[src/include/proc_cfg.svh]
`ifndef PROC_CFG_SVH
`define PROC_CFG_SVH

// Data path and address width
`define PROC_XLEN 16

// Instruction memory, in words
`define PROC_IMEM_DEPTH 256
`define PROC_IMEM_AW 8

// First fetch address after reset
`define PROC_RESET_PC 16'h0000

`endif

[src/rtl/procPkg.sv]
`include "proc_cfg.svh"

package procPkg;

    // Opcode field is instr[15:11]
    typedef enum logic [4:0] {
        opHalt = 5'b00000,
        opNop  = 5'b00001,
        opJ    = 5'b00100,
        opAddi = 5'b01000,
        opBeqz = 5'b01100,
        opBnez = 5'b01101,
        opSt   = 5'b10000,
        opLd   = 5'b10001,
        opLbi  = 5'b11000,
        opAlu  = 5'b11011
    } opcodeT;

    // ALU operation classes
    localparam logic [1:0] aluAdd = 2'd0;
    localparam logic [1:0] aluFunct = 2'd1;
    localparam logic [1:0] aluImm = 2'd2;

    typedef struct packed {
        logic [1:0] aluOp;
        logic       aluSrc;
        logic       memRead;
        logic       memWrite;
        logic       regWrite;
        logic       branch;
        logic       branchNe;
        logic       jump;
        logic       halt;
        logic       illegal;
    } ctrlT;

    typedef struct packed {
        logic [`PROC_XLEN-1:0] pc;
        logic [15:0]           instr;
        logic                  valid;
    } ifIdT;

    typedef struct packed {
        logic [`PROC_XLEN-1:0] pc;
        logic [`PROC_XLEN-1:0] rsData;
        logic [`PROC_XLEN-1:0] rtData;
        logic [`PROC_XLEN-1:0] imm;
        logic [1:0]            funct;
        logic [2:0]            rs;
        logic [2:0]            rt;
        logic [2:0]            rd;
        logic                  rsUsed;
        logic                  rtUsed;
        ctrlT                  ctrl;
        logic                  valid;
    } idExT;

    typedef struct packed {
        logic [`PROC_XLEN-1:0] aluRes;
        logic [`PROC_XLEN-1:0] storeData;
        logic [2:0]            rd;
        ctrlT                  ctrl;
        logic                  valid;
    } exMemT;

    typedef struct packed {
        logic [`PROC_XLEN-1:0] result;
        logic [2:0]            rd;
        logic                  regWrite;
        logic                  halt;
        logic                  illegal;
        logic                  valid;
    } memWbT;

    typedef enum logic [1:0] {
        none      = 2'd0,
        fromExMem = 2'd1,
        fromMemWb = 2'd2
    } fwdSelT;

    // Register sources an opcode reads, as {rs, rt}
    // ST reads its data register through the rt field
    function automatic logic [1:0] srcUse(input logic [4:0] op);
        case (op)
            opAlu, opSt: srcUse = 2'b11;
            opAddi, opLd, opBeqz, opBnez: srcUse = 2'b10;
            default: srcUse = 2'b00;
        endcase
    endfunction

endpackage

[src/rtl/decode.sv]
`timescale 1ns/10ps
`include "proc_cfg.svh"

module decode (
    input  logic                  clk,
    input  logic                  rst,
    input  procPkg::ifIdT         ifId,
    input  logic                  wbWe,
    input  logic [2:0]            wbAddr,
    input  logic [`PROC_XLEN-1:0] wbData,
    output procPkg::idExT         idEx
);

    logic [`PROC_XLEN-1:0] regs [8];
    logic [4:0]            op;
    logic [2:0]            rs;
    logic [2:0]            rt;
    logic [2:0]            rd;
    logic [1:0]            srcMask;
    logic [`PROC_XLEN-1:0] imm;
    procPkg::ctrlT         ctrl;

    assign op = ifId.instr[15:11];
    assign rs = ifId.instr[10:8];
    assign rt = ifId.instr[7:5];
    assign srcMask = procPkg::srcUse(op);

    // Register file, r0 is a normal register
    always_ff @(posedge clk) begin
        if (rst) begin
            for (int i = 0; i < 8; i++) begin
                regs[i] <= '0;
            end
        end else if (wbWe) begin
            regs[wbAddr] <= wbData;
        end
    end

    always_comb begin
        ctrl = '0;
        case (op)
            procPkg::opAlu: begin
                ctrl.aluOp = procPkg::aluFunct;
                ctrl.regWrite = 1'b1;
            end
            procPkg::opAddi: begin
                ctrl.aluSrc = 1'b1;
                ctrl.regWrite = 1'b1;
            end
            procPkg::opLbi: begin
                ctrl.aluOp = procPkg::aluImm;
                ctrl.aluSrc = 1'b1;
                ctrl.regWrite = 1'b1;
            end
            procPkg::opLd: begin
                ctrl.aluSrc = 1'b1;
                ctrl.memRead = 1'b1;
                ctrl.regWrite = 1'b1;
            end
            procPkg::opSt: begin
                ctrl.aluSrc = 1'b1;
                ctrl.memWrite = 1'b1;
            end
            procPkg::opBeqz: ctrl.branch = 1'b1;
            procPkg::opBnez: begin
                ctrl.branch = 1'b1;
                ctrl.branchNe = 1'b1;
            end
            procPkg::opJ: ctrl.jump = 1'b1;
            procPkg::opHalt: ctrl.halt = 1'b1;
            procPkg::opNop: ;
            default: ctrl.illegal = 1'b1;
        endcase
        // Empty slots carry no control at all
        if (!ifId.valid) begin
            ctrl = '0;
        end
    end

    // Immediate and destination by format
    always_comb begin
        imm = {{(`PROC_XLEN-5){ifId.instr[4]}}, ifId.instr[4:0]};
        rd = rt;
        case (op)
            procPkg::opAlu: rd = ifId.instr[4:2];
            procPkg::opLbi: begin
                imm = {{(`PROC_XLEN-8){1'b0}}, ifId.instr[7:0]};
                rd = rs;
            end
            procPkg::opBeqz, procPkg::opBnez: begin
                imm = {{(`PROC_XLEN-8){ifId.instr[7]}}, ifId.instr[7:0]};
            end
            procPkg::opJ: imm = {{(`PROC_XLEN-11){ifId.instr[10]}}, ifId.instr[10:0]};
            default: ;
        endcase
    end

    always_comb begin
        idEx.pc = ifId.pc;
        // Same-cycle writeback is bypassed to the reads
        idEx.rsData = (wbWe && wbAddr == rs) ? wbData : regs[rs];
        idEx.rtData = (wbWe && wbAddr == rt) ? wbData : regs[rt];
        idEx.imm = imm;
        idEx.funct = ifId.instr[1:0];
        idEx.rs = rs;
        idEx.rt = rt;
        idEx.rd = rd;
        idEx.rsUsed = srcMask[1];
        idEx.rtUsed = srcMask[0];
        idEx.ctrl = ctrl;
        idEx.valid = ifId.valid;
    end

endmodule

[config.mk]
export PLATFORM = sky130hd
export DESIGN_NAME = decode
export DESIGN_NICKNAME = d
export VERILOG_FILES = /design/src/rtl/procPkg.sv /design/src/rtl/decode.sv
export VERILOG_INCLUDE_DIRS = /design/src /design/src/include
export SDC_FILE = /design/constraint.sdc
export NUM_CORES = 1
export LEC_CHECK = 0
export BUFFER_PORTS_ARGS = -buffer_cell sky130_fd_sc_hd__buf_4
export CAP_MARGIN = 20
export CELL_PAD_IN_SITES_DETAIL_PLACEMENT = 0
export CELL_PAD_IN_SITES_GLOBAL_PLACEMENT = 1
export CORE_ASPECT_RATIO = 1.25
export CORE_MARGIN = 2
export CORE_UTILIZATION = 45
export DETAILED_ROUTE_END_ITERATION = 7
export PLACE_DENSITY_LB_ADDON = 0.1
export SLEW_MARGIN = 20
export SYNTH_ARGS = -nofsm -noshare
export SYNTH_HDL_FRONTEND = slang
export SYNTH_SLANG_ARGS = --single-unit
export TNS_END_PERCENT = 30
[constraint.sdc]
create_clock -name clk -period 2.4 [get_ports clk]
set_clock_uncertainty 0.15 [all_clocks]
set_input_delay 0.48 -clock clk [delete_from_list [all_inputs] [get_ports clk]]
set_output_delay 0.48 -clock clk [all_outputs]
set_load 0.01 [all_outputs]
### Yosys cells after proc, flatten, opt, wreduce, memory -nomap -nowiden

Memories as Yosys holds them, arrays and structs flattened.
Index checks and enable logic that the tools add are counted.

| operators by class | value |
|---|---|
| bitwise gates (word level) | 0 |
| reduce and logical (&&, ||, !) cells | 10 |
| multiplexer cells | 24 |
| multipliers | 0 |
| add/subtract/negate cells | 0 |
| eq/ne operators | 11 |
| div/mod/pow operators | 0 |
| shift-type cells | 0 |
| $lt $le $gt $ge | 0 |

Operators with widths:

| cell | number |
|---|---|
| 2-to-1 mux 16 bit | 3 |
| one-hot mux 16 bit (3 select lines) | 1 |
| equality test 5 bit (second input constant) | 4 |
| OR reduction 16 bit | 1 |
| equality test 5 x 4 -> 1 bit (second input constant) | 3 |
| 2-to-1 mux 1 bit | 15 |
| OR reduction 4 bit | 3 |
| 2-to-1 mux 11 bit | 1 |
| OR reduction 10 bit | 1 |
| one-hot mux 2 bit (2 select lines) | 2 |
| equality test 3 bit | 2 |
| one-hot mux 3 bit (2 select lines) | 1 |
| equality test 5 x 1 -> 1 bit (second input constant) | 1 |
| equality test 5 x 3 -> 1 bit (second input constant) | 1 |
| zero test 5 bit | 1 |
| OR reduction 2 bit | 2 |
| 2-to-1 mux 3 bit | 1 |
| logical AND 1 bit | 2 |

| word-level totals | value |
|---|---|
| memory bits (writable) | 128 |
| memories | 1 |
| output and inout port bits | 89 |
| register bits | 0 |
| word-level logic and storage cells | 46 |
| bits in latches | 0 |
| input bits | 55 |
| memory bits (read-only) | 0 |

Memory list:

| name | words | bits a word | read ports | clocked after memory_dff | write ports | RTL line | text |
|---|---|---|---|---|---|---|---|
| regs | 8 | 16 | 2 | 0 | 8 | decode.sv:14 | `` logic [`PROC_XLEN-1:0] regs [8]; `` |

### Longest topological paths before layout

| logic depth | value |
|---|---|
| depth in word-level cells | 5 |
| gate-level depth with buffers | 6 |
| depth with buffers taken out | 4 |

### Least setup slack after synthesis

Ideal clock, no wire load.

| timing path | value |
|---|---|
| kind | input port to output port |
| start | input port ifId[9] (netlist name) |
| end | output port idEx[63] (netlist name) |
| arrival | 1.634 ns |
| buffers on the path | 2 |
| required time | 1.770 ns |
| slack | 0.136 ns |
| stages on the path | 5 |
| path through | buf_2 > buf_6 > mux4_2 > mux2i_1 > a21oi_1 |

RTL lines:

| what | RTL line | text |
|---|---|---|
| start: declaration | decode.sv:7 | `input procPkg::ifIdT ifId,` |
| end: declaration | decode.sv:11 | `output procPkg::idExT idEx` |

==> results.md <==
* # nets final at 765
* Compound-Gate Fraction of Synth Area at 4.46%
* CTS Root Cell: clkbuf_16
* Max Root-Sink Buffers at 2
* Synth warn at 0
* Final WS setup at -0.0416 ns
* Worst Hold Path Cells at 2
* CP Class: flip-flop to output port
* DIE WIDTH at 122 um
* Share of layout cells above drive strength 1 at 38.0%
* Initial DRT Pass Iterations at 5
* Critical path cell sequence: mux4_2, mux2i_2, a21oi_2, buf_4
* Largest net degree at the start of global routing at 33
* EDFF count, synth at 128
* Status: finished with violations
* Critical Path RT at 1.77 ns
* Cells after synthesis at 618
* Routed WL per cell at 24.3 um
* Slew HR at 57.0%
* Iter 0 DRT Violations at 462
* Max stage delay on crit path at 0.52 ns
* Routed vias/inst at 5.79
* CTS H-Tree Depth at 4
* Starting Density at 46.1%
* FP Rows at 53
* Post-synth ARST share at 0%
* I/O pin count at 144
* Most common library cell in the layout ignoring fill and taps: buf_4
* Fmax at 0.410 GHz
* Mux cell area share after synthesis at 20.7%
* Worst EP arrival at 1.81 ns
* Gpl congestion at 0.893
* Ant. Diodes at 0
* Mean post-synth cell area at 12.6 sq um
* Post-route clock period utilization at 102%
* Slew Limit Fails at 0
* Synth Register Bits at 128
* Vias in the first global route at 5,552
* Hold Path End: regs[5][5]$_SDFFCE_PN0P_
* Hold-fix buffers, CTS at 0
* Yosys cell types at 40
* CP Launch Type: flip-flop
* Pwr dens at 671 nW/um^2
* Post-synthesis sequential area ratio at 49.3%
* Main combinational cell family by area after synthesis: multiplexers
* Die Area at 18,400 sq um
* Syn_nets at 673
* Final core utilization at 56.5%
* Critical Path Sink Type: output port
* Final Total Pwr at 6.42 mW
* Hold Path Class: input pin to flip-flop
* Min Tclk post-route at 2.44 ns
* Largest regs: regs x128
* Detail Route Antenna Nets at 0
* CP max stage cell: mux4_2
* Gr usage total at 26.1%
* Adder-Cell Fraction of Synth Area at 0%
* Max reg flops at 128
* HP Start: wbData[5]
* Setup WS pre-CTS at -0.0919 ns
* Worst Tran Pin Value at 0.645 ns
* Simple-Gate Fraction of Synth Area at 18.4%
* Clock transition at path regs at 0.06 ns
* Total CTS buffers at 17
* Area grow syn2layout at 22.6%
* Final Hold Vio Count at 0
* PortBufs at 105
* Setup violators final at 3
* Post-DP HPWL at 15,200 um
* Setup Fix Bufs, Post-CTS at 0
* Wirelength, routed at 22,800 um
* Vias at 5,454
* Maximum vdd ir drop at 408 uV
* CTS Sinks at 128
* XOR/XNOR share of the synthesized area at 0.674%
* Maximum fanout along the worst path at 2
* Most flop-heavy register: regs
* Pleak at 3.63 nW
* Most frequent cells in the layout: 133 x buf_4, 130 x and2_1, 128 x edfxtp_1, 64 x mux4_2, 50 x nand2_1
* DIE HEIGHT at 151 um
* Drt drc at 0
* Post-synthesis cell area at 7800 sq um
* Unrepaired setup endpoints after global routing: true
* Max_cap viols at 0
* Failing checks: negative setup slack
* CTS tree: built
* Initial antenna violation count at 0
* Ys flop type: edfxtp_1
* First-pass GRT wire length at 33,900 um
* Core Area at 16,900 sq um
* Grt total ovfl at 0
-- report_power, final --
| group | leakage [nW] | internal (mW) | switching (mW) | total, mW |
|---|---|---|---|---|
| logic | 2.11 | 0.564 | 0.558 | 1.12 |
| clock network | 0.288 | 1.63 | 0.989 | 2.62 |
| registers | 1.23 | 2.61 | 0.0728 | 2.68 |
-- what timing repair did --
action,CTS,global route
endpoints found under the setup margin,25,22
gates resized for setup,11,10
pin swaps,1,12
cloned,0,1
-- synthesized netlist by cell type (3+ instances only) --
cell type	instances	area share, %
nor2_1	45	2.2
or2_2	8	0.64
o211ai_1	3	0.29
xnor2_1	6	0.67
edfxtp_1	128	49
buf_4	38	3.7
nor2b_1	3	0.24
mux2i_1	17	2.2
nor3_1	3	0.19
buf_6	5	0.72
a21oi_1	26	1.7
nand2_1	50	2.4
clkbuf_1	13	0.63
a31oi_1	16	1.3
nor2_2	3	0.24
and2_1	130	10
nand2b_1	6	0.48
mux4_2	64	18
buf_2	21	1.3
o22ai_1	3	0.24
nor3b_1	3	0.29
-- cells by family after synthesis --
| group | after synthesis |
|---|---|
| AND/OR/NAND/NOR | 264 |
| flip-flops | 128 |
| multiplexers | 81 |
| buffers and inverters | 81 |
| AO/OA/AOI/OAI | 58 |
| XOR/XNOR | 6 |
-- area by class of cell --
type	count	area, sq um
clock buffers	18	429
clock inverters	13	164
fillers	1436	7350
inverters	2	7.51
multi-input cells	409	3510
flip-flops and latches	128	3840
well taps	220	275
repair buffers	152	1340
-- metrics by stage --
stage	TNS [ns]	cell area [sq um]	hold WS, ns	cells
2_1_floorplan	0	7800	0.528	618
3_3_place_gp	-0.344	8850	0.690	910
3_5_place_dp	-0.555	8850	0.690	910
4_1_cts	-0.127	9490	0.247	941
5_1_grt	-0.572	9560	0.259	942
6_report	-0.0942	9560	0.269	942
-- how the worst max path moves through the flow --
stage,from,to,slack [ns],cells past startpoint
4_1_cts,regs[3][2]$_SDFFCE_PN0P_,idEx[59],-0.04,4
5_1_grt,regs[3][2]$_SDFFCE_PN0P_,idEx[59],-0.10,4
6_report,regs[7][4]$_SDFFCE_PN0P_,idEx[61],-0.04,4
3_5_place_dp,ifId[9],idEx[70],-0.09,7
3_3_place_gp,ifId[9],idEx[70],-0.1,7
2_1_floorplan,ifId[9],idEx[63],0.14,5
-- layer usage --
metal | vias to the layer above | part of all wire (%) | track usage [%]
li1 | 2432 | - | -
met1 | 2722 | 38 | 31.8
met2 | 263 | 53 | 46.2
met3 | 37 | 7.2 | 4.59
met4 | 0 | 2.2 | 9.77
met5 | - | 0 | 0
-- worst max-delay path, delay by kind of cell, from the launching register on --
kind,cells,cell delay (ns)
mux,2,0.77
flops,1,0.39
buf+inv,1,0.15
compound gates,1,0.08
Power figures use the tool's default switching activity.
