--- src/include/proc_cfg.svh ---
`ifndef PROC_CFG_SVH
`define PROC_CFG_SVH

// Data path and address width
`define PROC_XLEN 16

// Instruction memory, in words
`define PROC_IMEM_DEPTH 256
`define PROC_IMEM_AW 8

// First fetch address after reset
`define PROC_RESET_PC 16'h0000

`endif

--- src/rtl/procPkg.sv ---
`include "proc_cfg.svh"

package procPkg;

    // Opcode field is instr[15:11]
    typedef enum logic [4:0] {
        opHalt = 5'b00000,
        opNop  = 5'b00001,
        opJ    = 5'b00100,
        opAddi = 5'b01000,
        opBeqz = 5'b01100,
        opBnez = 5'b01101,
        opSt   = 5'b10000,
        opLd   = 5'b10001,
        opLbi  = 5'b11000,
        opAlu  = 5'b11011
    } opcodeT;

    // ALU operation classes
    localparam logic [1:0] aluAdd = 2'd0;
    localparam logic [1:0] aluFunct = 2'd1;
    localparam logic [1:0] aluImm = 2'd2;

    typedef struct packed {
        logic [1:0] aluOp;
        logic       aluSrc;
        logic       memRead;
        logic       memWrite;
        logic       regWrite;
        logic       branch;
        logic       branchNe;
        logic       jump;
        logic       halt;
        logic       illegal;
    } ctrlT;

    typedef struct packed {
        logic [`PROC_XLEN-1:0] pc;
        logic [15:0]           instr;
        logic                  valid;
    } ifIdT;

    typedef struct packed {
        logic [`PROC_XLEN-1:0] pc;
        logic [`PROC_XLEN-1:0] rsData;
        logic [`PROC_XLEN-1:0] rtData;
        logic [`PROC_XLEN-1:0] imm;
        logic [1:0]            funct;
        logic [2:0]            rs;
        logic [2:0]            rt;
        logic [2:0]            rd;
        logic                  rsUsed;
        logic                  rtUsed;
        ctrlT                  ctrl;
        logic                  valid;
    } idExT;

    typedef struct packed {
        logic [`PROC_XLEN-1:0] aluRes;
        logic [`PROC_XLEN-1:0] storeData;
        logic [2:0]            rd;
        ctrlT                  ctrl;
        logic                  valid;
    } exMemT;

    typedef struct packed {
        logic [`PROC_XLEN-1:0] result;
        logic [2:0]            rd;
        logic                  regWrite;
        logic                  halt;
        logic                  illegal;
        logic                  valid;
    } memWbT;

    typedef enum logic [1:0] {
        none      = 2'd0,
        fromExMem = 2'd1,
        fromMemWb = 2'd2
    } fwdSelT;

    // Register sources an opcode reads, as {rs, rt}
    // ST reads its data register through the rt field
    function automatic logic [1:0] srcUse(input logic [4:0] op);
        case (op)
            opAlu, opSt: srcUse = 2'b11;
            opAddi, opLd, opBeqz, opBnez: srcUse = 2'b10;
            default: srcUse = 2'b00;
        endcase
    endfunction

endpackage

--- src/rtl/pipeCtrlIf.sv ---
`timescale 1ns/10ps

interface pipeCtrlIf;
    logic            stallFront;
    logic            bubbleEx;
    logic            stallAll;
    logic            flushFront;
    procPkg::fwdSelT fwdA;
    procPkg::fwdSelT fwdB;
    logic            memBusy;

    modport hazard (
        output stallFront, bubbleEx, stallAll, fwdA, fwdB,
        input  memBusy
    );
    modport fetchSide (input stallFront, stallAll);
    modport exSide (input fwdA, fwdB, output flushFront);
    modport memSide (output memBusy);
    modport regSide (input stallFront, bubbleEx, stallAll, flushFront);
endinterface

--- src/rtl/fetch.sv ---
`timescale 1ns/10ps
`include "proc_cfg.svh"

module fetch (
    input  logic                  clk,
    input  logic                  rst,
    input  logic                  start,
    input  logic                  progWe,
    input  logic [`PROC_XLEN-1:0] progAddr,
    input  logic [`PROC_XLEN-1:0] progData,
    input  logic                  redirect,
    input  logic [`PROC_XLEN-1:0] redirectPc,
    input  logic                  stopped,
    pipeCtrlIf.fetchSide          ctl,
    output procPkg::ifIdT         ifId
);

    logic [`PROC_XLEN-1:0] pc;
    logic                  running;
    logic [15:0]           imem [`PROC_IMEM_DEPTH];

    // Program load port
    always_ff @(posedge clk) begin
        if (progWe) begin
            imem[progAddr[`PROC_IMEM_AW-1:0]] <= progData;
        end
    end

    always_ff @(posedge clk) begin
        if (rst) begin
            pc <= `PROC_RESET_PC;
            running <= 1'b0;
        end else begin
            if (start) begin
                running <= 1'b1;
            end
            // A taken branch still in execute redirects once the stall clears
            if (!ctl.stallAll) begin
                if (redirect) begin
                    pc <= redirectPc;
                end else if (running && !stopped && !ctl.stallFront) begin
                    pc <= pc + `PROC_XLEN'd1;
                end
            end
        end
    end

    always_comb begin
        ifId.pc = pc;
        ifId.instr = imem[pc[`PROC_IMEM_AW-1:0]];
        ifId.valid = running && !stopped;
    end

endmodule

--- src/flat_wrapper.sv ---
// flat-port wrapper written by rule: the top's interface ports become plain ports
module fetch_flat 
  (clk, rst, start, progWe, progAddr, progData, redirect, redirectPc, stopped, ifId, ctl_stallFront, ctl_stallAll);
  pipeCtrlIf ctl_i ();
  input  logic clk;
  input  logic rst;
  input  logic start;
  input  logic progWe;
  input  logic [`PROC_XLEN-1:0] progAddr;
  input  logic [`PROC_XLEN-1:0] progData;
  input  logic redirect;
  input  logic [`PROC_XLEN-1:0] redirectPc;
  input  logic stopped;
  output procPkg::ifIdT ifId;
  input wire logic [$bits(ctl_i.stallFront)-1:0] ctl_stallFront;
  input wire logic [$bits(ctl_i.stallAll)-1:0] ctl_stallAll;
  assign ctl_i.stallFront = ctl_stallFront;
  assign ctl_i.stallAll = ctl_stallAll;
  fetch u_core (.clk(clk), .rst(rst), .start(start), .progWe(progWe), .progAddr(progAddr), .progData(progData), .redirect(redirect), .redirectPc(redirectPc), .stopped(stopped), .ctl(ctl_i), .ifId(ifId));
endmodule
--- config.mk ---
export PLATFORM = sky130hd
export DESIGN_NAME = fetch_flat
export DESIGN_NICKNAME = d
export VERILOG_FILES = /design/src/rtl/procPkg.sv /design/src/rtl/pipeCtrlIf.sv /design/src/rtl/fetch.sv /design/src/flat_wrapper.sv
export VERILOG_INCLUDE_DIRS = /design/src /design/src/include
export SDC_FILE = /design/constraint.sdc
export NUM_CORES = 2
export LEC_CHECK = 0
export BUFFER_PORTS_ARGS = -buffer_cell sky130_fd_sc_hd__clkbuf_2
export CAP_MARGIN = 10
export CORE_UTILIZATION = 45
export CTS_CLUSTER_DIAMETER = 100
export DETAILED_ROUTE_END_ITERATION = 6
export GPL_TIMING_DRIVEN = 0
export RECOVER_POWER = 100
export SETUP_SLACK_MARGIN = 0.4
export SYNTH_ARGS = -nofsm -noshare
export SYNTH_HDL_FRONTEND = slang
export SYNTH_SLANG_ARGS = --single-unit
--- constraint.sdc ---
create_clock -name clk -period 2.7 [get_ports clk]
set_input_delay 0.54 -clock clk [delete_from_list [all_inputs] [get_ports clk]]
set_output_delay 0.54 -clock clk [all_outputs]
set_load 0.1 [all_outputs]
=== Word-level counts from Yosys, hierarchy flattened ===
Memory sizes are Yosys's and may differ from the RTL's. A register that Yosys moved wholly into a read port is not among the register bits.
Index checks and enable logic that the tools add are counted.

* Add/subtract/negate cells: 1
* Mux-type cells: 6
* Bitwise operators: 1
* Reductions and logical operators: 6

{| class="wikitable"
|+ Operators by type and width
! cell !! number
|-
| 16-bit 2-to-1 mux || 2
|-
| 16-bit by 1-bit adder with 16-bit output, second input constant || 1
|-
| 8-bit 2-to-1 mux || 2
|-
| 1-bit logical AND || 2
|-
| 1-bit zero test || 2
|-
| 1-bit 2-to-1 mux || 2
|-
| 2-bit AND reduction || 1
|-
| 2-bit nonzero test || 1
|-
| 1-bit NOT || 1
|}

* Bits in registers: 17
* Bits in writable memories: 4,096
* Input bits: 56
* Output and inout bits: 33
* Logic and storage cells: 17
* Memories: 1

{| class="wikitable"
|+ Memories
! name !! depth !! width !! rd ports !! clocked after Yosys merged registers in !! wr ports !! line !! text
|-
| u_core.imem || 256 || 16 || 1 || 1 || 1 || fetch.sv:20 || <nowiki>logic [15:0] imem [`PROC_IMEM_DEPTH];</nowiki>
|}

=== Logic depth before layout (Yosys ltp) ===
* Depth in word-level cells: 7
* Gate-level depth with buffers: 14
* Mapped depth without buffers: 8

=== Worst setup path after synthesis ===
OpenSTA, ideal clock, no wires.

* Path type: reg-to-output
* From: register with a tool-made name
* To: output ifId[7] (netlist bit)
* Arrival: 4.910 ns
* Required time: 2.160 ns
* Setup slack: -2.750 ns
* Stages on the path, launching flop included: 14
* Buffers on the path: 7
* Path through: dfxtp_1 buf_6 buf_12 buf_12 buf_12 buf_8 buf_12 buf_12 mux2i_1 o221ai_2 o22ai_1 a221oi_1 nand3_1 nor4_1

{| class="wikitable"
|+ RTL lines
! what !! line !! text
|-
| end, declared || flat_wrapper.sv:14 || <nowiki>output procPkg::ifIdT ifId;</nowiki>
|}

==> flow_summary.rst <==
.. list-table::
   :header-rows: 1

   * - Metric
     - Value
   * - CP Class
     - flip-flop to output pin
   * - Vias in the first global route
     - 88.3k
   * - Top Usage Layer GRT
     - met2
   * - TritonCTS clock tree
     - yes
   * - Failing checks
     - design-rule violations, max-capacitance violations, max-slew violations, negative setup slack
   * - Min-Delay Path Class
     - input pin to flip-flop
   * - Cell count of the worst hold path
     - 6
   * - Met1 track demand over resource
     - 0.466
   * - Startpoint types
     - flip-flop
   * - Synth Warn #
     - 0
   * - Multi-input combinational cell area
     - 37200 um^2
   * - Count of flip-flops with a built-in enable after synthesis
     - 4096
   * - Largest net degree at the start of global routing
     - 145
   * - Core footprint
     - 356000 um^2
   * - Max Cap Violations
     - 18
   * - FF+latch count, synth
     - 4121
   * - Slew Limit Fails
     - 1868
   * - Boundary Pins
     - 89
   * - Endpoint type of the worst setup path
     - output pin
   * - R2R depth
     - 7
   * - Antenna violations before repair
     - 69
   * - Final Util
     - 0.545
   * - Syn nets
     - 7614
   * - DRT iter0 DRCs
     - 18.0k
   * - Total Routed Length
     - 703000 um
   * - Number of instances in the synthesized netlist
     - 7557
   * - Area of the die
     - 360000 um^2
   * - Worst Tran Pin Value
     - 3.32 ns
   * - Library cell occupying the most area in the post-synthesis netlist
     - sky130_fd_sc_hd__edfxtp_1
   * - Overall Power
     - 143 mW
   * - Setup Skew
     - 0.0295 ns
   * - Static leakage
     - 60.6 nW
   * - Met2 global-route usage
     - 0.539
   * - Source of the worst hold timing path
     - ctl_stallFront
   * - Overall die height
     - 600 um
   * - Global-route wire length before repair
     - 888000 um
   * - Finish-stage setup viols
     - 2692
   * - Filler cell count
     - 27.0k
   * - Signed area change from the synthesized netlist to the final layout
     - 20.5%
   * - Area share of the largest cell type after synthesis
     - 0.764
   * - R2R Setup Slk
     - 0.33 ns
   * - Total vias in the final route
     - 96.9k
   * - Final RePlAce weighted congestion
     - 1.02
   * - Shortest period the worst path allows
     - 5.75 ns
   * - Proportion of synthesized chip area in sequential cells
     - 0.768
   * - Number of DRC violations after detailed routing
     - 15
   * - Row count
     - 219
   * - Aggregate negative setup slack
     - -369.89 ns
   * - Crit Path Max Fanout
     - 11
   * - Final hold vios
     - 0
   * - Worst endpoint required time
     - 2.16 ns
   * - Starting utilization of the core area
     - 0.452
   * - Met3 usage in global routing
     - 0.159
   * - Most frequently used cell type in the post-synthesis netlist
     - sky130_fd_sc_hd__edfxtp_1
   * - Proportion of synthesized flip-flops having asynchronous set or reset
     - 0
   * - Run status
     - complete, but fails checks
   * - Post-DRT Antenna Nets
     - 0
   * - Data arrival at the endpoint of the critical path
     - 5.21 ns
   * - Number of distinct library cell variants in the gate-level netlist after synthesis
     - 80
   * - Final period utilization
     - 2.13
   * - NumNets Final
     - 8788
   * - Number of buffers created by CTS
     - 416
   * - CTS H-Tree Depth
     - 5
   * - Overall track demand over capacity in global routing
     - 0.386
   * - Mean area per synthesized cell
     - 21.3 um^2
   * - Vias/cell
     - 6.98
   * - Most frequently used flop master after synthesis
     - sky130_fd_sc_hd__edfxtp_1
   * - Number of buffers on the longest clock path
     - 4
   * - Skew-Pair Late Insertion Delay
     - 1.03 ns
   * - Register Area
     - 124000 um^2
   * - Max rail drop VDD
     - 0.730 mV
   * - Total congestion overflow after global routing
     - 0
   * - HPWL after detailed placement
     - 452000 um
   * - Root Buffer Master
     - sky130_fd_sc_hd__clkbuf_16
   * - Layout cell share with drive strength beyond 1
     - 0.322
   * - I/O Buffers
     - 74
   * - Max_slew headroom
     - -1.22
   * - Horiz. Die Dim
     - 600 um
   * - Power density normalized to cell area
     - 735 nW/um^2
   * - Number of sinks driven by the clock tree
     - 4121
   * - Main area contributors after synthesis
     - sky130_fd_sc_hd__edfxtp_1, sky130_fd_sc_hd__mux4_2, sky130_fd_sc_hd__mux2i_1, sky130_fd_sc_hd__mux4_1, sky130_fd_sc_hd__o221ai_1
   * - Final setup slack of the worst path
     - -3.05 ns
   * - Cell area after technology mapping
     - 161000 um^2
   * - WL per Instance
     - 50.7 um
   * - Max frequency
     - 0.174 GHz
   * - Clock-pin slew on the worst setup and hold paths
     - 0.07 ns
   * - Detailed Routing Iterations Pass 1
     - 7
   * - Startpoint of the worst-slack reg-to-reg timing path
     - u_core.running$_SDFFE_PP0P_
   * - Unrepaired setup endpoints after global routing
     - true
   * - Top post-synthesis cells by count
     - sky130_fd_sc_hd__edfxtp_1, sky130_fd_sc_hd__mux4_2, sky130_fd_sc_hd__mux2i_1, sky130_fd_sc_hd__nor2_1, sky130_fd_sc_hd__o221ai_1
[layer usage]
| metal | part of all wire | wire (um) |
|---|---|---|
| met1 | 0.32 | 228000 |
| met2 | 0.41 | 290000 |
| met3 | 0.15 | 108000 |
| met4 | 0.11 | 75500 |
| met5 | 0.00086 | 601 |
[power by group]
group	total [mW]	switching, mW	internal [mW]
logic	14.0	9.39	4.61
clock network	57.9	25.2	32.7
registers	70.6	0.0610	70.6
[state kept, by name (all words and copies together) (netlist names), named ones only]
name            flops
u_core.pc          16
u_core.imem      4096
u_core.running      1
[repair_timing]
item | in CTS | in global routing
pin swaps | 169 | 121
hold buffers | 24 | 0
resized for setup | 1109 | 297
endpoints found under the setup margin | 2820 | 1675
hold endpoints to repair | 54 | 0
setup buffers | 365 | 124
gates cloned | 3 | 1
[cells by family after synthesis]
| family | Yosys count | synth area share |
|---|---|---|
| AND/OR/NAND/NOR | 753 | 0.0212 |
| multiplexers | 1405 | 0.153 |
| adder cells (fa/ha/maj) | 1 | 0.0000778 |
| AO/OA/AOI/OAI | 807 | 0.0366 |
| buffers and inverters | 470 | 0.0216 |
| flip-flops | 4121 | 0.768 |
[area by class of cell]
type,instances,share of cell area
clock inverter,252,0.0129
inverter,11,0.000245
multi-input combinational,2966,0.192
antenna,48,0.000619
timing repair buffer,758,0.0370
sequential,4121,0.637
clock buffer,507,0.0562
buffer,457,0.0337
tap,4751,0.0307
[layout by cell type (no fill, tap or decap), types with 80 or more instances in the layout]
master | Yosys | layout
sky130_fd_sc_hd__nor2_4 | 0 | 105
sky130_fd_sc_hd__clkbuf_2 | 0 | 184
sky130_fd_sc_hd__a21oi_1 | 142 | 122
sky130_fd_sc_hd__nand2_1 | 138 | 129
sky130_fd_sc_hd__buf_16 | 0 | 111
sky130_fd_sc_hd__edfxtp_1 | 4096 | 4096
sky130_fd_sc_hd__buf_12 | 29 | 136
sky130_fd_sc_hd__nor2_1 | 343 | 201
sky130_fd_sc_hd__mux2i_1 | 579 | 559
sky130_fd_sc_hd__mux4_1 | 116 | 100
sky130_fd_sc_hd__clkinv_2 | 0 | 80
sky130_fd_sc_hd__o221ai_1 | 196 | 134
sky130_fd_sc_hd__clkbuf_4 | 0 | 145
sky130_fd_sc_hd__clkbuf_1 | 180 | 147
sky130_fd_sc_hd__clkbuf_16 | 0 | 434
sky130_fd_sc_hd__clkinv_1 | 0 | 92
sky130_fd_sc_hd__buf_4 | 32 | 297
sky130_fd_sc_hd__o22ai_1 | 145 | 100
sky130_fd_sc_hd__mux4_2 | 690 | 706
[final timing paths]
| check | endpoint |
|---|---|
| max | ifId[16] |
| min | flip-flop |
| min reg2reg | u_core.running$_SDFFE_PP0P_ |
| max reg2reg | u_core.pc[13]$_SDFFE_PP0P_ |
[stage by stage]
stage / hold slack, ns / setup slack (ns) / std cells / area (um^2)
global placement: 0.475 / -6.68 / 12400 / 168000
global route: 0.264 / -2.75 / 13800 / 194000
CTS: 0.00168 / -2.78 / 13700 / 196000
detailed placement: 0.482 / -4.45 / 12500 / 173000
finish: 0.199 / -3.05 / 13900 / 194000
floorplan: 0.439 / -1.00 / 7557 / 162000
[critical path, cell delays in order, from the launching register on]
cell and delay, ns:
sky130_fd_sc_hd__dfxtp_1 0.34, sky130_fd_sc_hd__buf_8 0.21, sky130_fd_sc_hd__buf_12 0.22, sky130_fd_sc_hd__buf_6 0.25, sky130_fd_sc_hd__buf_8 0.27, sky130_fd_sc_hd__buf_12 0.29, sky130_fd_sc_hd__buf_8 0.26, sky130_fd_sc_hd__mux4_2 0.34
sky130_fd_sc_hd__nand2_1 0.08, sky130_fd_sc_hd__o211ai_1 0.25, sky130_fd_sc_hd__nand4_1 0.58, sky130_fd_sc_hd__nor4_4 0.70, sky130_fd_sc_hd__buf_8 0.28
(Power assumes the default switching activity.)
