--- src/include/proc_cfg.svh ---
`ifndef PROC_CFG_SVH
`define PROC_CFG_SVH

// Data path and address width
`define PROC_XLEN 16

// Instruction memory, in words
`define PROC_IMEM_DEPTH 256
`define PROC_IMEM_AW 8

// First fetch address after reset
`define PROC_RESET_PC 16'h0000

`endif

--- src/rtl/procPkg.sv ---
`include "proc_cfg.svh"

package procPkg;

    // Opcode field is instr[15:11]
    typedef enum logic [4:0] {
        opHalt = 5'b00000,
        opNop  = 5'b00001,
        opJ    = 5'b00100,
        opAddi = 5'b01000,
        opBeqz = 5'b01100,
        opBnez = 5'b01101,
        opSt   = 5'b10000,
        opLd   = 5'b10001,
        opLbi  = 5'b11000,
        opAlu  = 5'b11011
    } opcodeT;

    // ALU operation classes
    localparam logic [1:0] aluAdd = 2'd0;
    localparam logic [1:0] aluFunct = 2'd1;
    localparam logic [1:0] aluImm = 2'd2;

    typedef struct packed {
        logic [1:0] aluOp;
        logic       aluSrc;
        logic       memRead;
        logic       memWrite;
        logic       regWrite;
        logic       branch;
        logic       branchNe;
        logic       jump;
        logic       halt;
        logic       illegal;
    } ctrlT;

    typedef struct packed {
        logic [`PROC_XLEN-1:0] pc;
        logic [15:0]           instr;
        logic                  valid;
    } ifIdT;

    typedef struct packed {
        logic [`PROC_XLEN-1:0] pc;
        logic [`PROC_XLEN-1:0] rsData;
        logic [`PROC_XLEN-1:0] rtData;
        logic [`PROC_XLEN-1:0] imm;
        logic [1:0]            funct;
        logic [2:0]            rs;
        logic [2:0]            rt;
        logic [2:0]            rd;
        logic                  rsUsed;
        logic                  rtUsed;
        ctrlT                  ctrl;
        logic                  valid;
    } idExT;

    typedef struct packed {
        logic [`PROC_XLEN-1:0] aluRes;
        logic [`PROC_XLEN-1:0] storeData;
        logic [2:0]            rd;
        ctrlT                  ctrl;
        logic                  valid;
    } exMemT;

    typedef struct packed {
        logic [`PROC_XLEN-1:0] result;
        logic [2:0]            rd;
        logic                  regWrite;
        logic                  halt;
        logic                  illegal;
        logic                  valid;
    } memWbT;

    typedef enum logic [1:0] {
        none      = 2'd0,
        fromExMem = 2'd1,
        fromMemWb = 2'd2
    } fwdSelT;

    // Register sources an opcode reads, as {rs, rt}
    // ST reads its data register through the rt field
    function automatic logic [1:0] srcUse(input logic [4:0] op);
        case (op)
            opAlu, opSt: srcUse = 2'b11;
            opAddi, opLd, opBeqz, opBnez: srcUse = 2'b10;
            default: srcUse = 2'b00;
        endcase
    endfunction

endpackage

--- src/rtl/pipeCtrlIf.sv ---
`timescale 1ns/10ps

interface pipeCtrlIf;
    logic            stallFront;
    logic            bubbleEx;
    logic            stallAll;
    logic            flushFront;
    procPkg::fwdSelT fwdA;
    procPkg::fwdSelT fwdB;
    logic            memBusy;

    modport hazard (
        output stallFront, bubbleEx, stallAll, fwdA, fwdB,
        input  memBusy
    );
    modport fetchSide (input stallFront, stallAll);
    modport exSide (input fwdA, fwdB, output flushFront);
    modport memSide (output memBusy);
    modport regSide (input stallFront, bubbleEx, stallAll, flushFront);
endinterface

--- src/rtl/memStage.sv ---
`timescale 1ns/10ps
`include "proc_cfg.svh"

module memStage (
    input  logic                  clk,
    input  logic                  rst,
    input  procPkg::exMemT        exMem,
    pipeCtrlIf.memSide            ctl,
    output logic                  cyc,
    output logic                  stb,
    output logic                  we,
    output logic [`PROC_XLEN-1:0] adr,
    output logic [`PROC_XLEN-1:0] datWr,
    input  logic [`PROC_XLEN-1:0] datRd,
    input  logic                  ack,
    output procPkg::memWbT        memWb
);

    typedef enum logic {
        idle,
        waitAck
    } stateT;

    stateT state;
    logic  memOp;

    assign memOp = exMem.valid && (exMem.ctrl.memRead || exMem.ctrl.memWrite);

    // One cycle per LD or ST; back in idle the next instruction is already here
    always_ff @(posedge clk) begin
        if (rst) begin
            state <= idle;
        end else begin
            case (state)
                idle: begin
                    if (memOp) begin
                        state <= waitAck;
                    end
                end
                default: begin
                    if (ack) begin
                        state <= idle;
                    end
                end
            endcase
        end
    end

    // Bus payload stays fixed for the whole cycle
    always_ff @(posedge clk) begin
        if (state == idle && memOp) begin
            we <= exMem.ctrl.memWrite;
            adr <= exMem.aluRes;
            datWr <= exMem.storeData;
        end
    end

    assign cyc = (state == waitAck);
    assign stb = cyc;
    assign ctl.memBusy = (state == idle) ? memOp : !ack;

    // MEM/WB only loads on the ack cycle, which samples datRd there
    always_comb begin
        memWb.result = exMem.ctrl.memRead ? datRd : exMem.aluRes;
        memWb.rd = exMem.rd;
        memWb.regWrite = exMem.ctrl.regWrite;
        memWb.halt = exMem.ctrl.halt;
        memWb.illegal = exMem.ctrl.illegal;
        memWb.valid = exMem.valid;
    end

endmodule

--- src/flat_wrapper.sv ---
// flat-port wrapper written by rule: the top's interface ports become plain ports
module memStage_flat 
  (clk, rst, exMem, cyc, stb, we, adr, datWr, datRd, ack, memWb, ctl_memBusy);
  pipeCtrlIf ctl_i ();
  input  logic clk;
  input  logic rst;
  input  procPkg::exMemT exMem;
  output logic cyc;
  output logic stb;
  output logic we;
  output logic [`PROC_XLEN-1:0] adr;
  output logic [`PROC_XLEN-1:0] datWr;
  input  logic [`PROC_XLEN-1:0] datRd;
  input  logic ack;
  output procPkg::memWbT memWb;
  output wire logic [$bits(ctl_i.memBusy)-1:0] ctl_memBusy;
  assign ctl_memBusy = ctl_i.memBusy;
  memStage u_core (.clk(clk), .rst(rst), .exMem(exMem), .ctl(ctl_i), .cyc(cyc), .stb(stb), .we(we), .adr(adr), .datWr(datWr), .datRd(datRd), .ack(ack), .memWb(memWb));
endmodule
--- config.mk ---
export PLATFORM = sky130hd
export DESIGN_NAME = memStage_flat
export DESIGN_NICKNAME = d
export VERILOG_FILES = /design/src/rtl/procPkg.sv /design/src/rtl/pipeCtrlIf.sv /design/src/rtl/memStage.sv /design/src/flat_wrapper.sv
export VERILOG_INCLUDE_DIRS = /design/src /design/src/include
export SDC_FILE = /design/constraint.sdc
export NUM_CORES = 1
export LEC_CHECK = 0
export BUFFER_PORTS_ARGS = -buffer_cell sky130_fd_sc_hd__buf_4
export CAP_MARGIN = 20
export CORE_UTILIZATION = 34
export CTS_CLUSTER_SIZE = 10
export DETAILED_ROUTE_END_ITERATION = 12
export GPL_TIMING_DRIVEN = 0
export PLACE_DENSITY = 0.75
export SLEW_MARGIN = 30
export SYNTH_ARGS = -nofsm -noshare
export SYNTH_HDL_FRONTEND = slang
export SYNTH_SLANG_ARGS = --single-unit
--- constraint.sdc ---
create_clock -name clk -period 3.7 [get_ports clk]
set_input_delay 0.74 -clock clk [delete_from_list [all_inputs] [get_ports clk]]
set_output_delay 0.74 -clock clk [all_outputs]
set_load 0.1 [all_outputs]
### After elaboration in Yosys (flattened, before gate mapping)

Index checks and enable logic that the tools add are counted.

* add/sub/neg operators: 0
* multiply operators: 0
* div/mod/pow operators: 0
* magnitude comparators: 0
* equality and inequality tests: 0
* shift operators: 0
* muxes and demuxes: 5
* bitwise gates (word level): 1
* reductions and logical operators: 4

Operator list (count)
* $mux 16: 1
* $mux 1: 4
* $logic_and 1x1->1: 2
* $logic_not 1->1: 1
* $logic_or 1x1->1: 1
* $not 1->1: 1

* register bits: 34
* bits in latches: 0
* RAM bits: 0
* memory bits (read-only): 0
* input port bits: 66
* memories: 0

### Longest topological paths before layout

Gate-level depths: netlist of the first run.

* word-level depth: 4
* mapped depth: 4
* gate-level depth less buffers: 3

### Least setup slack after synthesis of the first run

Ideal clock, no wire load.

* path kind: input to register
* start point: input exMem[8] (netlist name)
* end point: register u_core.adr[0] (enable)
* library setup time: 0.423 ns
* data arrival time: 2.349 ns
* required time: 3.277 ns
* setup slack: 0.928 ns
* cell stages on the path: 3
* cell sequence: buf_6 -> o21ai_2 -> nor2_1

* longest elaborated chain between the ends: 3

Ends and longest elaborated chain
* from (decl): line flat_wrapper.sv:7 `input procPkg::exMemT exMem;`
* $logic_or 1x1->1: line memStage.sv:27 `assign memOp = exMem.valid && (exMem.ctrl.memRead || exMem.ctrl.memWrite);`
* $logic_and 1x1->1: line memStage.sv:27
* $logic_and 1x1->1: line memStage.sv:51 `if (state == idle && memOp) begin`
* to (signal assigned): line memStage.sv:53 `adr <= exMem.aluRes;`
* to (decl): line memStage.sv:12 `` output logic [`PROC_XLEN-1:0] adr, ``

No other way between the ends.
A chain may end at the register's enable or synchronous reset.

==> results of run 1 <==
cell families after synthesis:
logic type             Yosys count  synth area share
AOI/OAI and AO/OA                1           0.00643
buffers and inverters           10            0.0671
DFF                             34             0.743
muxes                           17             0.176
and+or+nand+nor                  2           0.00735
per-stage QoR:
stage | worst slack (ns) | instance area, sq um | total power, W
final | 1.40 | 2370 | 0.00117
after global placement | 0.423 | 2250 | 0.000920
after global routing | 1.37 | 2370 | 0.00121
after floorplan | 0.928 | 1360 | 0.000813
after detailed placement | 1.39 | 2290 | 0.000931
after CTS | 1.39 | 2370 | 0.00118
flip-flops by register name, indices dropped and copies added, names as in the netlist:
name / cells
u_core.cyc: 1
u_core.datWr: 16
u_core.adr: 16
u_core.we: 1
routing by layer:
metal | GRT usage | up-vias
met3 | 0.0469 | 6
li1 | - | 472
met4 | 0.0870 | 0
met5 | 0 | -
met1 | 0.146 | 466
met2 | 0.312 | 58
cells in the mapped netlist, drive strengths merged:
cell	count	share of area
edfxtp	33	0.73
mux2	16	0.16
buf	10	0.067
dfxtp	1	0.015
mux2i	1	0.017
nor2	1	0.0028
nor2b	1	0.0046
o21ai	1	0.0064
power by group through the flow:
stage | Combinational (W) | Clock, W | Sequential, W
global route | 0.000474 | 0.000276 | 0.000459
global placement | 0.000454 | 0 | 0.000466
finish | 0.000463 | 0.000252 | 0.000457
CTS | 0.000466 | 0.000261 | 0.000457
floorplan | 0.000194 | 0 | 0.000619
detailed placement | 0.000465 | 0 | 0.000465
path summary, 6_finish.rpt:
| check | startpoint | endpoint | slack, ns | depth (start not counted) |
|---|---|---|---|---|
| worst max-delay path | exMem[8] | memWb[7] | 1.40 | 4 |
| worst min-delay path | rst | u_core.cyc$_SDFF_PP0_ | 0.61 | 2 |
| worst max register to register | u_core.cyc$_SDFF_PP0_ | u_core.datWr[8]$_DFFE_PP_ | 2.48 | 2 |
| worst min register to register | u_core.cyc$_SDFF_PP0_ | u_core.cyc$_SDFF_PP0_ | 0.74 | 2 |
area by class of cell:
class	instances	area, sq um	share of cell area
Tap cell	48	60.1	0.0253
Sequential cell	34	1010	0.426
Clock buffer	6	72.6	0.0306
Buffer	10	91.3	0.0385
Timing Repair Buffer	112	861	0.363
Clock inverter	2	8.76	0.00369
Multi-Input combinational cell	20	267	0.112
==> results.sh, run 1 <==
export IMPL_status="finished clean"
export IMPL_final_cell_mix="119 x buf_4, 33 x edfxtp_1, 10 x mux2_4"
export IMPL_slew_headroom=0.796
export IMPL_required_ns=2.96
export IMPL_cts_tree="built"
export IMPL_grt_overflow=0
export IMPL_cts_clk_slew_worst_paths_ns=0.07
export IMPL_portBuffers=111
export IMPL_hpwl_um=2760
export IMPL_die_width_um=65.3
export IMPL_syn_inst=64
export IMPL_drtAntennaViolNets=0
export IMPL_clock_skew_ns=0.0103
export IMPL_fin_crit_sh=0.621
export IMPL_wl_met1_um=1050
export IMPL_wirelength_um=3380
export IMPL_ir_drop_v=0.000249
export IMPL_p_sw_frac=0.406
export IMPL_hold_violations=0
export IMPL_maxCapViolCount=0
export IMPL_fmax_mhz=435
export IMPL_ctsHoldBuffers=0
export IMPL_rsz0062_at_grt="no"
export IMPL_slew_viol_final=0
export IMPL_vias_per_cell=4.32
export IMPL_min_period_ns=2.30
export IMPL_initial_core_util=0.364
export IMPL_drc=0
export IMPL_pwr_share_clk=0.215
export IMPL_instances_no_fill=232
export IMPL_insertion_delay_ns=0.28
export IMPL_grt_pass1_wl_um=4870
export IMPL_grt_start_max_net_pins=27
export IMPL_critical_path_class="primary input to output pin"
export IMPL_crit_chain="buf_6 -> buf_12 -> mux2_4 -> buf_4"
export IMPL_drive_gt1_frac=0.799
export IMPL_wl_per_cell_um=14.6
export IMPL_critPathSlowestCell="mux2_4"
export IMPL_p_sw_w=0.000475
export IMPL_hp_class="primary input to register"
export IMPL_syn_area_per_cell_sq_um=21.3
export IMPL_finalNetCount=249
export IMPL_finalSetupTns_ns=0
export IMPL_place_gp_congestion=0.699
export IMPL_core_area_sq_um=3740
export IMPL_finalSetupViolations=0
export IMPL_drt_iter0_drc=34
export IMPL_antenna_cells=0
export IMPL_layout_commonest_cell="buf_4"
export IMPL_cts_htree_levels=2
export IMPL_grt_usage=0.161
export IMPL_antenna_found_initial=0
export IMPL_rows=22
export IMPL_syn_area_sq_um=1360
export IMPL_dp_cells=224
export IMPL_die_h_um=65.3
export IMPL_p_per_area_nw_per_um2=494
export IMPL_wl_met3_um=261
export IMPL_combPwrFrac=0.395
export IMPL_grt_pass1_vias=1035
export IMPL_critPathMaxFanout=10
export IMPL_start_kind="primary input"
export IMPL_top_layer="met4"
export IMPL_end_kind="output pin"
export IMPL_slowest_delay_ns=0.30
export IMPL_drt_first_pass_iters=3
export IMPL_area_delta_synth_final_pct=74.2
export IMPL_synth_seq_cells=34
export IMPL_route_met2_wl_um=2000
export IMPL_final_util=0.633
export IMPL_critPathArrivalTime_ns=1.56
export IMPL_synth_fp_nets=130
export IMPL_yosysUniqueCellTypes=11
export IMPL_root_buffer="clkbuf_8"
export IMPL_pwr_share_seq=0.390
export IMPL_crit_buf_inv=3
export IMPL_cp_top_family="buffers and inverters"
export IMPL_die_area_sq_um=4260
export IMPL_leakage_nw=1.08
export IMPL_postCtsSetupBuffers=0
export IMPL_p_int_w=0.000696
export IMPL_fin_hold_ws_ns=0.606
export IMPL_vias=1002
export IMPL_cts_num_sinks=34
export IMPL_worst_slew_pin_slew_ns=0.306
export IMPL_clk_path_buf_depth=2
export IMPL_cts_resized=0
export IMPL_fill_cells=299
export IMPL_ys_seq_area_frac=0.743
export IMPL_cts_buffers=5
export IMPL_ys_warn_count=0
export IMPL_io_pins=125
(Power assumes the default switching activity.)
==> inputs of run 2 (changes only) <==
- CORE_UTILIZATION: 34 -> 33
- PLACE_DENSITY: 0.75 -> 0.76
- clock period: 3.7 -> 2 ns (I/O delays scaled with it)
==> run 2 against run 1 <==
  * Non-clock buffer count unchanged
  * Core utilization down 0.23 points
  * Final cell count unchanged
  * Final area up 1.1%
  * Register-to-register slack worse by 1.8 ns
  * Critical path type is now register to output pin
  * Power up 96%
  * Largest power group unchanged
  * Sequential share of layout area down 0.42 points
  * Worst setup slack worse by 1.0 ns
==> results.sh, run 2 (synthesized netlist as in run 1, its figures left out) <==
export IMPL_status="finished clean"
export IMPL_area_delta_synth_final_pct=76.1
export IMPL_maxCapViolCount=0
export IMPL_end_kind="output pin"
export IMPL_die_width_um=66.2
export IMPL_critPathArrivalTime_ns=1.23
export IMPL_cts_resized=0
export IMPL_cts_tree="built"
export IMPL_die_area_sq_um=4390
export IMPL_start_kind="register"
export IMPL_postCtsSetupBuffers=0
export IMPL_ir_drop_v=0.000488
export IMPL_instances_no_fill=232
export IMPL_insertion_delay_ns=0.27
export IMPL_antenna_cells=0
export IMPL_root_buffer="clkbuf_8"
export IMPL_grt_pass1_wl_um=4340
export IMPL_rows=22
export IMPL_antenna_found_initial=0
export IMPL_vias_per_cell=4.31
export IMPL_wirelength_um=3080
export IMPL_min_period_ns=1.63
export IMPL_seq_area_sq_um=1010
export IMPL_grt_overflow=0
export IMPL_drive_gt1_frac=0.804
export IMPL_ctsHoldBuffers=0
export IMPL_cts_htree_levels=2
export IMPL_io_pins=125
export IMPL_p_sw_w=0.000871
export IMPL_clock_skew_ns=0.00396
export IMPL_drt_iter0_drc=31
export IMPL_crit_chain="mux2i_4 -> buf_4"
export IMPL_grt_start_max_net_pins=22
export IMPL_pwr_share_seq=0.369
export IMPL_multi_input_area_sq_um=267
export IMPL_drc=0
export IMPL_cts_buffers=5
export IMPL_slowest_delay_ns=0.41
export IMPL_place_gp_congestion=0.686
export IMPL_hp_class="primary input to register"
export IMPL_p_int_w=0.00142
export IMPL_p_per_area_nw_per_um2=957
export IMPL_fill_cells=311
export IMPL_die_h_um=66.2
export IMPL_portBuffers=111
export IMPL_combPwrFrac=0.372
export IMPL_pwr_share_clk=0.259
export IMPL_dp_cells=224
export IMPL_clk_path_buf_depth=2
export IMPL_finalSetupViolations=0
export IMPL_cts_num_sinks=34
export IMPL_layout_commonest_cell="buf_4"
export IMPL_slew_headroom=0.701
export IMPL_vias=999
export IMPL_design_area_sq_um=2400
export IMPL_critPathMaxFanout=4
export IMPL_slew_viol_final=0
export IMPL_grt_usage=0.139
export IMPL_rsz0062_at_grt="no"
export IMPL_wl_per_cell_um=13.3
export IMPL_p_sw_frac=0.380
export IMPL_largestRegisters="u_core.adr x16, u_core.datWr x16"
export IMPL_fmax_mhz=613
export IMPL_placed_area_sq_um=2290
export IMPL_drt_first_pass_iters=4
export IMPL_core_area_sq_um=3800
export IMPL_required_ns=1.60
export IMPL_initial_core_util=0.358
export IMPL_finalNetCount=249
export IMPL_hold_violations=0
export IMPL_cts_clk_slew_worst_paths_ns=0.07
export IMPL_critPathSlowestCell="dfxtp_2"
export IMPL_fin_crit_sh=0.816
export IMPL_grt_pass1_vias=956
export IMPL_worst_slew_pin_slew_ns=0.448
export IMPL_final_cell_mix="119 x buf_4, 33 x edfxtp_1, 10 x mux2_4"
export IMPL_drtAntennaViolNets=0
export IMPL_power_w=0.00229
export IMPL_leakage_nw=1.09
export IMPL_critical_path_class="register to output pin"
run 2: power groups by stage:
stage	clock [W]	sequential, W	combinational [W]
floorplan	0	0.00114	0.000359
global placement	0	0.000861	0.000841
detailed placement	0	0.000861	0.000858
CTS	0.000610	0.000846	0.000858
global route	0.000651	0.000848	0.000874
finish	0.000594	0.000845	0.000854
run 2: cell type report:
| cell class | count | area share |
|---|---|---|
| sequential | 34 | 0.422 |
| timing repair buffer | 112 | 0.359 |
| multi-input combinational | 20 | 0.111 |
| buffer | 10 | 0.0381 |
| clock buffer | 7 | 0.0318 |
| tap | 48 | 0.0251 |
| clock inverter | 1 | 0.0125 |
run 2: worst paths after layout:
| kind | from | end | slack [ns] | cells after the start |
|---|---|---|---|---|
| setup reg to reg | u_core.cyc$_SDFF_PP0_ | u_core.datWr[12]$_DFFE_PP_ | 0.73 | 2 |
| hold / removal | rst | u_core.cyc$_SDFF_PP0_ | 0.27 | 2 |
| setup / recovery | u_core.cyc$_SDFF_PP0_ | ctl_memBusy | 0.37 | 2 |
| hold reg to reg | u_core.cyc$_SDFF_PP0_ | u_core.cyc$_SDFF_PP0_ | 0.65 | 2 |
run 2: through the flow:
step,hold WS [ns],TNS (ns),utilization,worst slack [ns]
after floorplan,0.464,0,-,0.111
after global placement,0.550,-6.27,0.595,-0.191
after detailed placement,0.564,0,0.603,0.375
after CTS,0.268,0,0.631,0.352
after global routing,0.249,0,0.631,0.307
final,0.272,0,0.631,0.369
run 2: layer usage:
| layer | GRT usage | up-vias | share of wire |
|---|---|---|---|
| met5 | 0 | - | 0 |
| met4 | 0.0399 | 0 | 0.0072 |
| met3 | 0.0534 | 4 | 0.12 |
| met2 | 0.267 | 75 | 0.54 |
| met1 | 0.135 | 449 | 0.33 |
| li1 | - | 471 | - |
run 2: critical path, delay by kind of cell (launching register included):
kind	cells	cell delay [ns]
mux	1	0.24
flops	1	0.41
buf+inv	1	0.31
